===== config.mk =====
export PLATFORM = sky130hd
export DESIGN_NAME = rv_core
export DESIGN_NICKNAME = d
export VERILOG_FILES = /design/src/rv_core_pkg.sv /design/src/rv_dec_ex_if.sv /design/src/rv_ex_res_if.sv /design/src/rv_regfile.sv /design/src/rv_decode.sv /design/src/rv_execute.sv /design/src/rv_result.sv /design/src/rv_core.sv
export SDC_FILE = /design/constraint.sdc
export NUM_CORES = 2
export LEC_CHECK = 0
export ABC_CLOCK_PERIOD_IN_PS = 6750
export BUFFER_PORTS_ARGS = -buffer_cell sky130_fd_sc_hd__buf_4
export CORE_ASPECT_RATIO = 0.8
export CORE_MARGIN = 8
export CORE_UTILIZATION = 30
export CTS_BUF_LIST = sky130_fd_sc_hd__clkbuf_8
export CTS_CLUSTER_SIZE = 24
export DETAILED_ROUTE_END_ITERATION = 6
export GPL_ROUTABILITY_DRIVEN = 0
export PLACE_DENSITY = 0.43
export SYNTH_ARGS = -nofsm -noshare
export SYNTH_HDL_FRONTEND = slang
export SYNTH_SLANG_ARGS = --single-unit

===== constraint.sdc =====
create_clock -name i_clk -period 6.75 [get_ports i_clk]
set_input_delay 0.3375 -clock i_clk [delete_from_list [all_inputs] [get_ports i_clk]]
set_output_delay 0.3375 -clock i_clk [all_outputs]
set_load 0.005 [all_outputs]

===== src/rv_core_pkg.sv =====
package rv_core_pkg;

  // Datapath and register file sizes
  localparam int XLEN           = 32;
  localparam int INST_WIDTH     = 32;
  localparam int NUM_REGS       = 32;
  localparam int REG_ADDR_WIDTH = $clog2(NUM_REGS);

  typedef logic [XLEN-1:0]           xlen_t;
  typedef logic [INST_WIDTH-1:0]     inst_t;
  typedef logic [REG_ADDR_WIDTH-1:0] reg_addr_t;
  typedef logic [3:0]                alu_op_t;

  // ALU operations
  localparam alu_op_t ALU_ADD    = 4'd0;
  localparam alu_op_t ALU_SUB    = 4'd1;
  localparam alu_op_t ALU_SLL    = 4'd2;
  localparam alu_op_t ALU_SLT    = 4'd3;
  localparam alu_op_t ALU_SLTU   = 4'd4;
  localparam alu_op_t ALU_XOR    = 4'd5;
  localparam alu_op_t ALU_SRL    = 4'd6;
  localparam alu_op_t ALU_SRA    = 4'd7;
  localparam alu_op_t ALU_OR     = 4'd8;
  localparam alu_op_t ALU_AND    = 4'd9;
  // Operand B straight through, used by LUI
  localparam alu_op_t ALU_PASS_B = 4'd10;

  // Major opcodes kept by this core
  localparam logic [6:0] OPC_OP     = 7'b0110011;
  localparam logic [6:0] OPC_OP_IMM = 7'b0010011;
  localparam logic [6:0] OPC_LUI    = 7'b0110111;

  // funct7 selecting SUB and SRA
  localparam logic [6:0] FUNCT7_ALT = 7'b0100000;

endpackage


===== src/rv_dec_ex_if.sv =====
`timescale 1ns/1ps

interface rv_dec_ex_if;

  logic                   valid;
  rv_core_pkg::alu_op_t   alu_op;
  logic                   b_is_imm;
  rv_core_pkg::reg_addr_t rs1_addr;
  rv_core_pkg::reg_addr_t rs2_addr;
  rv_core_pkg::xlen_t     rs1_data;
  rv_core_pkg::xlen_t     rs2_data;
  rv_core_pkg::xlen_t     imm;
  rv_core_pkg::reg_addr_t rd_addr;
  logic                   rd_we;
  logic                   illegal;

  modport decode_mp (
    output valid, alu_op, b_is_imm, rs1_addr, rs2_addr,
    output rs1_data, rs2_data, imm, rd_addr, rd_we, illegal
  );

  modport execute_mp (
    input valid, alu_op, b_is_imm, rs1_addr, rs2_addr,
    input rs1_data, rs2_data, imm, rd_addr, rd_we, illegal
  );

endinterface


===== src/rv_ex_res_if.sv =====
`timescale 1ns/1ps

interface rv_ex_res_if;

  logic                   valid;
  rv_core_pkg::reg_addr_t rd_addr;
  logic                   rd_we;
  rv_core_pkg::xlen_t     data;
  logic                   illegal;

  modport execute_mp (
    output valid, rd_addr, rd_we, data, illegal
  );

  modport result_mp (
    input valid, rd_addr, rd_we, data, illegal
  );

endinterface


===== src/rv_regfile.sv =====
`timescale 1ns/1ps

module rv_regfile (
  input  logic                   i_clk,
  input  logic                   i_rst,
  input  rv_core_pkg::reg_addr_t i_rs1_addr,
  input  rv_core_pkg::reg_addr_t i_rs2_addr,
  output rv_core_pkg::xlen_t     o_rs1_data,
  output rv_core_pkg::xlen_t     o_rs2_data,
  input  logic                   i_we,
  input  rv_core_pkg::reg_addr_t i_waddr,
  input  rv_core_pkg::xlen_t     i_wdata
);

  // Storage for x1 to x31 only
  rv_core_pkg::xlen_t regs [1:rv_core_pkg::NUM_REGS-1];

  always_ff @(posedge i_clk) begin
    for (int i = 1; i < rv_core_pkg::NUM_REGS; i++) begin
      if (i_rst) begin
        regs[i] <= '0;
      end else if (i_we && (i_waddr == rv_core_pkg::reg_addr_t'(i))) begin
        regs[i] <= i_wdata;
      end
    end
  end

  // x0 reads zero
  // A write in the same cycle passes straight through
  assign o_rs1_data = (i_rs1_addr == '0) ? '0 :
                      (i_we && (i_waddr == i_rs1_addr)) ? i_wdata : regs[i_rs1_addr];
  assign o_rs2_data = (i_rs2_addr == '0) ? '0 :
                      (i_we && (i_waddr == i_rs2_addr)) ? i_wdata : regs[i_rs2_addr];

endmodule


===== src/rv_decode.sv =====
`timescale 1ns/1ps

module rv_decode (
  input  logic                   i_clk,
  input  logic                   i_rst,
  input  logic                   i_inst_valid,
  input  rv_core_pkg::inst_t     i_inst,
  output rv_core_pkg::reg_addr_t o_rs1_addr,
  output rv_core_pkg::reg_addr_t o_rs2_addr,
  input  rv_core_pkg::xlen_t     i_rs1_data,
  input  rv_core_pkg::xlen_t     i_rs2_data,
  rv_dec_ex_if.decode_mp         o_dec
);

  rv_core_pkg::inst_t     inst_q;
  logic                   valid_q;
  logic [6:0]             opcode;
  logic [2:0]             funct3;
  logic [6:0]             funct7;
  rv_core_pkg::reg_addr_t rd_addr;
  rv_core_pkg::alu_op_t   alu_op;
  logic                   b_is_imm;
  logic                   illegal;
  rv_core_pkg::xlen_t     imm;

  // Shared funct3 map for OP and OP-IMM, alt picks SUB/SRA
  function automatic rv_core_pkg::alu_op_t funct3_op(input logic [2:0] f3, input logic alt);
    rv_core_pkg::alu_op_t op;
    case (f3)
      3'b000:  op = alt ? rv_core_pkg::ALU_SUB : rv_core_pkg::ALU_ADD;
      3'b001:  op = rv_core_pkg::ALU_SLL;
      3'b010:  op = rv_core_pkg::ALU_SLT;
      3'b011:  op = rv_core_pkg::ALU_SLTU;
      3'b100:  op = rv_core_pkg::ALU_XOR;
      3'b101:  op = alt ? rv_core_pkg::ALU_SRA : rv_core_pkg::ALU_SRL;
      3'b110:  op = rv_core_pkg::ALU_OR;
      default: op = rv_core_pkg::ALU_AND;
    endcase
    return op;
  endfunction

  always_ff @(posedge i_clk) begin
    if (i_rst) begin
      valid_q <= 1'b0;
    end else begin
      valid_q <= i_inst_valid;
    end
  end

  always_ff @(posedge i_clk) begin
    if (i_inst_valid) begin
      inst_q <= i_inst;
    end
  end

  assign opcode  = inst_q[6:0];
  assign funct3  = inst_q[14:12];
  assign funct7  = inst_q[31:25];
  assign rd_addr = inst_q[11:7];

  always_comb begin
    alu_op   = rv_core_pkg::ALU_ADD;
    b_is_imm = 1'b0;
    illegal  = 1'b0;
    // I-type immediate unless LUI overrides
    imm      = {{(rv_core_pkg::XLEN-12){inst_q[31]}}, inst_q[31:20]};
    case (opcode)
      rv_core_pkg::OPC_OP: begin
        alu_op = funct3_op(funct3, funct7 == rv_core_pkg::FUNCT7_ALT);
        if (funct7 == rv_core_pkg::FUNCT7_ALT) begin
          illegal = !((funct3 == 3'b000) || (funct3 == 3'b101));
        end else begin
          illegal = (funct7 != 7'b0);
        end
      end
      rv_core_pkg::OPC_OP_IMM: begin
        b_is_imm = 1'b1;
        // Only shifts look at funct7, bit 30 of ADDI is immediate
        alu_op   = funct3_op(funct3, (funct3 == 3'b101) && (funct7 == rv_core_pkg::FUNCT7_ALT));
        if (funct3 == 3'b001) begin
          illegal = (funct7 != 7'b0);
        end else if (funct3 == 3'b101) begin
          illegal = (funct7 != 7'b0) && (funct7 != rv_core_pkg::FUNCT7_ALT);
        end
      end
      rv_core_pkg::OPC_LUI: begin
        b_is_imm = 1'b1;
        alu_op   = rv_core_pkg::ALU_PASS_B;
        imm      = {inst_q[31:12], 12'b0};
      end
      default: begin
        illegal = 1'b1;
      end
    endcase
  end

  // LUI reads x0 so it never forwards a stale rs1
  assign o_rs1_addr = (opcode == rv_core_pkg::OPC_LUI) ? '0 : inst_q[19:15];
  assign o_rs2_addr = inst_q[24:20];

  assign o_dec.valid    = valid_q;
  assign o_dec.alu_op   = alu_op;
  assign o_dec.b_is_imm = b_is_imm;
  assign o_dec.rs1_addr = o_rs1_addr;
  assign o_dec.rs2_addr = o_rs2_addr;
  assign o_dec.rs1_data = i_rs1_data;
  assign o_dec.rs2_data = i_rs2_data;
  assign o_dec.imm      = imm;
  assign o_dec.rd_addr  = rd_addr;
  // No write to x0 or from a bad encoding
  assign o_dec.rd_we    = !illegal && (rd_addr != '0);
  assign o_dec.illegal  = illegal;

endmodule


===== src/rv_execute.sv =====
`timescale 1ns/1ps

module rv_execute (
  input  logic                   i_clk,
  input  logic                   i_rst,
  rv_dec_ex_if.execute_mp        i_dec,
  input  logic                   i_fwd_we,
  input  rv_core_pkg::reg_addr_t i_fwd_addr,
  input  rv_core_pkg::xlen_t     i_fwd_data,
  rv_ex_res_if.execute_mp        o_ex
);

  logic                   valid_q;
  rv_core_pkg::alu_op_t   alu_op_q;
  logic                   b_is_imm_q;
  rv_core_pkg::reg_addr_t rs1_addr_q;
  rv_core_pkg::reg_addr_t rs2_addr_q;
  rv_core_pkg::xlen_t     rs1_data_q;
  rv_core_pkg::xlen_t     rs2_data_q;
  rv_core_pkg::xlen_t     imm_q;
  rv_core_pkg::reg_addr_t rd_addr_q;
  logic                   rd_we_q;
  logic                   illegal_q;
  rv_core_pkg::xlen_t     op_a;
  rv_core_pkg::xlen_t     rs2_val;
  rv_core_pkg::xlen_t     op_b;
  logic [4:0]             shamt;
  rv_core_pkg::xlen_t     alu_out;

  always_ff @(posedge i_clk) begin
    if (i_rst) begin
      valid_q <= 1'b0;
    end else begin
      valid_q <= i_dec.valid;
    end
  end

  always_ff @(posedge i_clk) begin
    alu_op_q   <= i_dec.alu_op;
    b_is_imm_q <= i_dec.b_is_imm;
    rs1_addr_q <= i_dec.rs1_addr;
    rs2_addr_q <= i_dec.rs2_addr;
    rs1_data_q <= i_dec.rs1_data;
    rs2_data_q <= i_dec.rs2_data;
    imm_q      <= i_dec.imm;
    rd_addr_q  <= i_dec.rd_addr;
    rd_we_q    <= i_dec.rd_we;
    illegal_q  <= i_dec.illegal;
  end

  // Previous instruction's result, x0 never has fwd_we set
  assign op_a    = (i_fwd_we && (i_fwd_addr == rs1_addr_q)) ? i_fwd_data : rs1_data_q;
  assign rs2_val = (i_fwd_we && (i_fwd_addr == rs2_addr_q)) ? i_fwd_data : rs2_data_q;
  assign op_b    = b_is_imm_q ? imm_q : rs2_val;
  assign shamt   = op_b[4:0];

  always_comb begin
    case (alu_op_q)
      rv_core_pkg::ALU_ADD:    alu_out = op_a + op_b;
      rv_core_pkg::ALU_SUB:    alu_out = op_a - op_b;
      rv_core_pkg::ALU_SLL:    alu_out = op_a << shamt;
      rv_core_pkg::ALU_SLT:    alu_out = rv_core_pkg::xlen_t'($signed(op_a) < $signed(op_b));
      rv_core_pkg::ALU_SLTU:   alu_out = rv_core_pkg::xlen_t'(op_a < op_b);
      rv_core_pkg::ALU_XOR:    alu_out = op_a ^ op_b;
      rv_core_pkg::ALU_SRL:    alu_out = op_a >> shamt;
      rv_core_pkg::ALU_SRA:    alu_out = $signed(op_a) >>> shamt;
      rv_core_pkg::ALU_OR:     alu_out = op_a | op_b;
      rv_core_pkg::ALU_AND:    alu_out = op_a & op_b;
      rv_core_pkg::ALU_PASS_B: alu_out = op_b;
      default:                 alu_out = '0;
    endcase
  end

  assign o_ex.valid   = valid_q;
  assign o_ex.rd_addr = rd_addr_q;
  assign o_ex.rd_we   = rd_we_q;
  // Illegal instructions retire with zero data
  assign o_ex.data    = illegal_q ? '0 : alu_out;
  assign o_ex.illegal = illegal_q;

endmodule


===== src/rv_result.sv =====
`timescale 1ns/1ps

module rv_result (
  input  logic                   i_clk,
  input  logic                   i_rst,
  rv_ex_res_if.result_mp         i_ex,
  output logic                   o_rf_we,
  output rv_core_pkg::reg_addr_t o_rf_waddr,
  output rv_core_pkg::xlen_t     o_rf_wdata,
  output logic                   o_fwd_we,
  output rv_core_pkg::reg_addr_t o_fwd_addr,
  output rv_core_pkg::xlen_t     o_fwd_data,
  output logic                   o_retire_valid,
  output rv_core_pkg::reg_addr_t o_retire_rd,
  output rv_core_pkg::xlen_t     o_retire_data,
  output logic                   o_retire_we,
  output logic                   o_retire_illegal
);

  logic                   valid_q;
  rv_core_pkg::reg_addr_t rd_addr_q;
  logic                   rd_we_q;
  rv_core_pkg::xlen_t     data_q;
  logic                   illegal_q;
  logic                   we;

  always_ff @(posedge i_clk) begin
    if (i_rst) begin
      valid_q <= 1'b0;
    end else begin
      valid_q <= i_ex.valid;
    end
  end

  always_ff @(posedge i_clk) begin
    rd_addr_q <= i_ex.rd_addr;
    rd_we_q   <= i_ex.rd_we;
    data_q    <= i_ex.data;
    illegal_q <= i_ex.illegal;
  end

  // Bubbles never write
  assign we = valid_q && rd_we_q;

  // Writeback port, commits at the next edge
  assign o_rf_we    = we;
  assign o_rf_waddr = rd_addr_q;
  assign o_rf_wdata = data_q;

  // Same copy feeds execute
  assign o_fwd_we   = we;
  assign o_fwd_addr = rd_addr_q;
  assign o_fwd_data = data_q;

  assign o_retire_valid   = valid_q;
  assign o_retire_rd      = rd_addr_q;
  assign o_retire_data    = data_q;
  assign o_retire_we      = we;
  assign o_retire_illegal = valid_q && illegal_q;

endmodule


===== src/rv_core.sv =====
`timescale 1ns/1ps

module rv_core (
  input  logic                   i_clk,
  input  logic                   i_rst,
  input  logic                   i_inst_valid,
  input  rv_core_pkg::inst_t     i_inst,
  output logic                   o_retire_valid,
  output rv_core_pkg::reg_addr_t o_retire_rd,
  output rv_core_pkg::xlen_t     o_retire_data,
  output logic                   o_retire_we,
  output logic                   o_retire_illegal
);

  // Register read, decode side
  rv_core_pkg::reg_addr_t rs1_addr;
  rv_core_pkg::reg_addr_t rs2_addr;
  rv_core_pkg::xlen_t     rs1_data;
  rv_core_pkg::xlen_t     rs2_data;

  // Register write, result side
  logic                   rf_we;
  rv_core_pkg::reg_addr_t rf_waddr;
  rv_core_pkg::xlen_t     rf_wdata;

  // Result stage back into execute
  logic                   fwd_we;
  rv_core_pkg::reg_addr_t fwd_addr;
  rv_core_pkg::xlen_t     fwd_data;

  rv_dec_ex_if dec_ex ();
  rv_ex_res_if ex_res ();

  rv_decode u_decode (
    .i_clk        (i_clk),
    .i_rst        (i_rst),
    .i_inst_valid (i_inst_valid),
    .i_inst       (i_inst),
    .o_rs1_addr   (rs1_addr),
    .o_rs2_addr   (rs2_addr),
    .i_rs1_data   (rs1_data),
    .i_rs2_data   (rs2_data),
    .o_dec        (dec_ex.decode_mp)
  );

  rv_regfile u_regfile (
    .i_clk      (i_clk),
    .i_rst      (i_rst),
    .i_rs1_addr (rs1_addr),
    .i_rs2_addr (rs2_addr),
    .o_rs1_data (rs1_data),
    .o_rs2_data (rs2_data),
    .i_we       (rf_we),
    .i_waddr    (rf_waddr),
    .i_wdata    (rf_wdata)
  );

  rv_execute u_execute (
    .i_clk      (i_clk),
    .i_rst      (i_rst),
    .i_dec      (dec_ex.execute_mp),
    .i_fwd_we   (fwd_we),
    .i_fwd_addr (fwd_addr),
    .i_fwd_data (fwd_data),
    .o_ex       (ex_res.execute_mp)
  );

  rv_result u_result (
    .i_clk            (i_clk),
    .i_rst            (i_rst),
    .i_ex             (ex_res.result_mp),
    .o_rf_we          (rf_we),
    .o_rf_waddr       (rf_waddr),
    .o_rf_wdata       (rf_wdata),
    .o_fwd_we         (fwd_we),
    .o_fwd_addr       (fwd_addr),
    .o_fwd_data       (fwd_data),
    .o_retire_valid   (o_retire_valid),
    .o_retire_rd      (o_retire_rd),
    .o_retire_data    (o_retire_data),
    .o_retire_we      (o_retire_we),
    .o_retire_illegal (o_retire_illegal)
  );

endmodule


==> run metrics <==
Clk pwr share=between 30% and 40%; H-tree depth=4; number of flops mapped to enable cells by yosys=1024; syn nets=approximately 6600; r2r worst-path depth=15; Max Cap Viol=0; layout cell share with drive strength beyond 1=between 15 and 20%; Crit. End Element=register; hold path start=i_inst[15]; Final Skew=approximately 0.059 ns; Routed WL=roughly 330000 µm; TritonCTS clock tree=yes; Crit path largest cell delay=slightly above 0.9 ns; Starting Density=a little under a third; vias in the first global route=~55000; Initial DRT Pass Iterations=7; CTS Sinks=1189; worst hold slack=0.102 ns; Critical Path RT=7.56 ns; Global Route Usage Sum=approximately 25%; Worst Hold Depth=2; Die Wd=around 560 µm; RSZ-0062 raised after global routing=false; Rel. slew slack=14.5%; Flop pwr share=41.1%; ys async rst share=0%; FP Rows=159; Hold Fails Final Rpt=0; YS warnings=0; DR vias=about 58000; core area=around 230000 µm²; Port-buffer cells=74; FF+latch count, synth=about 1200; HP Class=input port to register; Leakage Power=~29 nW; P_int=13.4 mW; Net Sw Power=around 7.5 mW; CP max stage cell=a21oi_1; Synth cell types=94; die area=252000 µm²; crit start category=register; largest net degree at the start of global routing=110; Remaining DRCs=7; clk_lat worst skew=0.96 ns; # setup viols final=0; root buffer cell=clkbuf_8; cells after synthesis=~6500; outcome=complete, but fails checks; CP max FO=11; critical path, cell by cell=xnor2_4, and4_1, a21oi_1, a221oi_4, ha_1, o21a_1, o31a_1, o41a_1, a2111oi_0, o21bai_1, o31ai_1, a221oi_1, xnor2_1, a22oi_1, a31oi_1; setup total negative slack=0 ns; vias per std cell=5.95; # IOs=75; failing checks=design-rule violations; initial DRC count=roughly 8400; initial antenna violation count=36; Top FF cell, synth=edfxtp_1; final slew viol count=0; most frequent cells in the layout=edfxtp_1 (1024), and2_1 (953), nand2_1 (502), a21oi_1 (362), o21ai_0 (348); final period utilization=89.9%; synthesis-to-layout area growth=12.2%; die height=between 400 and 500 µm; final net count=roughly 6500; Cell Area, Synth=a little over 70000 µm²; power density cells=264 nW/µm²; Peak VDD IR=156 µV; first-pass GRT wire length=roughly 460000 µm; drt wl/cell=about 34 µm; CP startpoint=u_result.o_fwd_addr[3]$_DFF_P_; CP Class=register to register; Overflow after GRT=0; combinational share of power=27.7%; commonest non-fill, non-tap cell in the layout=edfxtp_1; worst slew pin tran=~1.3 ns; Sw Ratio=~36%; CP arrival=roughly 7 ns; Detail Route Antenna Nets=0; clock-pin slew on the worst setup and hold paths=~0.07 ns; Power Total=21.0 mW; CTS Buf Count=just over 200; Fmax achieved=between 150 and 200 MHz; Tmin final=slightly above 6 ns; DP HPWL=roughly 210000 µm; fillers=roughly 23000; synthesized area per cell=10.9 µm²; sequential share of the synthesized area=about half; Clock Path Buffers=4; Critical R2R Launch=u_result.o_fwd_addr[3]$_DFF_P_
[synthesized netlist by cell type (all sizes together) (91+ instances only)]
library cell,count,share of area [%]
nand3,218,1.5
nor3,91,0.65
nand2,510,2.7
inv,100,0.53
mux2,151,2.4
mux2i,278,4.0
ha,97,1.7
nor2,293,1.6
a211oi,148,1.6
mux4,279,8.9
o21ai,355,2.5
a21oi,362,2.6
and2,954,8.4
buf,127,0.84
dfxtp,165,4.7
edfxtp,1024,43
clkbuf,540,2.9
[cells by family (layout without fill, tap and decap cells)]
kind of cell / Yosys count / after routing / share of synthesized area (%)
other cells: 0 / 13 / 0
fa+ha+maj: 99 / 99 / 1.77
buf+inv: 768 / 822 / 4.24
compound gates: 1464 / 1464 / 13.6
flops: 1189 / 1189 / 48.1
xor+xnor: 46 / 46 / 0.632
mux: 708 / 708 / 15.2
simple gates: 2235 / 2235 / 16.4
[flip-flops by register name, indices dropped and copies added, names as in the netlist, 32 cells and up, named ones only]
name	cells
u_decode.inst_q	32
u_execute.imm_q	32
u_execute.rs1_data_q	32
u_execute.rs2_data_q	32
u_regfile.regs	992
u_result.o_fwd_data	32
[area by class of cell]
| class | count | area (µm²) | area share (%) |
|---|---|---|---|
| Antenna cell | 13 | 32.5 | 0.0409 |
| Clock buffer | 232 | 3190 | 4.02 |
| Clock inverter | 136 | 629 | 0.792 |
| Inverter | 101 | 387 | 0.486 |
| Multi-Input combinational cell | 4552 | 34200 | 43.1 |
| Sequential cell | 1189 | 34100 | 42.9 |
| Tap cell | 3139 | 3930 | 4.94 |
| Timing Repair Buffer | 353 | 3010 | 3.79 |
[final timing paths]
path / slack [ns] / endpoint
worst max-delay path: 0.68 / u_result.o_fwd_data[23]$_SDFF_PP0_
worst min-delay path: 0.10 / u_decode.inst_q[15]$_DFFE_PP_
worst max register to register: 0.68 / u_result.o_fwd_data[23]$_SDFF_PP0_
worst min register to register: 0.36 / u_result.rd_we_q$_DFF_P_
[worst max-delay path: cells and delay by family, from the launching register on]
kind | cells | cell delay [ns]
AOI/OAI and AO/OA | 11 | 4.24
xor gates and xnor gates | 2 | 0.27
adders and majority gates | 1 | 0.45
DFF | 1 | 0.70
and+or+nand+nor | 1 | 0.28
[power groups by stage]
stage | sequential (mW) | combinational [mW] | clock, mW
finish | 8.62 | 5.80 | 6.55
global route | 8.64 | 6.03 | 6.95
CTS | 8.61 | 5.61 | 6.68
detailed placement | 8.76 | 5.57 | 0
global placement | 8.77 | 5.58 | 0
floorplan | 8.56 | 3.53 | 0
[per-layer routing]
metal,global-route usage [%],part of all wire [%],up-vias
met5,0.454,0.060,-
met4,8.68,4.0,12
met3,6.54,10,584
met2,36.5,42,3488
met1,36.0,44,29600
li1,-,-,24100
[through the flow]
| stage | setup WS, ns | instance area [µm²] | util (%) | std cells |
|---|---|---|---|---|
| after floorplan | 1.87 | 70900 | - | 6509 |
| after global placement | 1.04 | 75300 | 32.1 | 9300 |
| after detailed placement | 0.977 | 75300 | 32.1 | 9300 |
| after CTS | 0.926 | 79500 | 33.9 | 9702 |
| after global routing | 0.496 | 79500 | 33.9 | 9703 |
| final | 0.684 | 79500 | 33.9 | 9715 |
[what timing repair did]
item / in CTS / in global routing
hold endpoints to repair: 78 / 0
setup buffers: 0 / 0
hold buffers: 34 / 0
gates resized for setup: 0 / 0
Power figures use the tool's default switching activity.
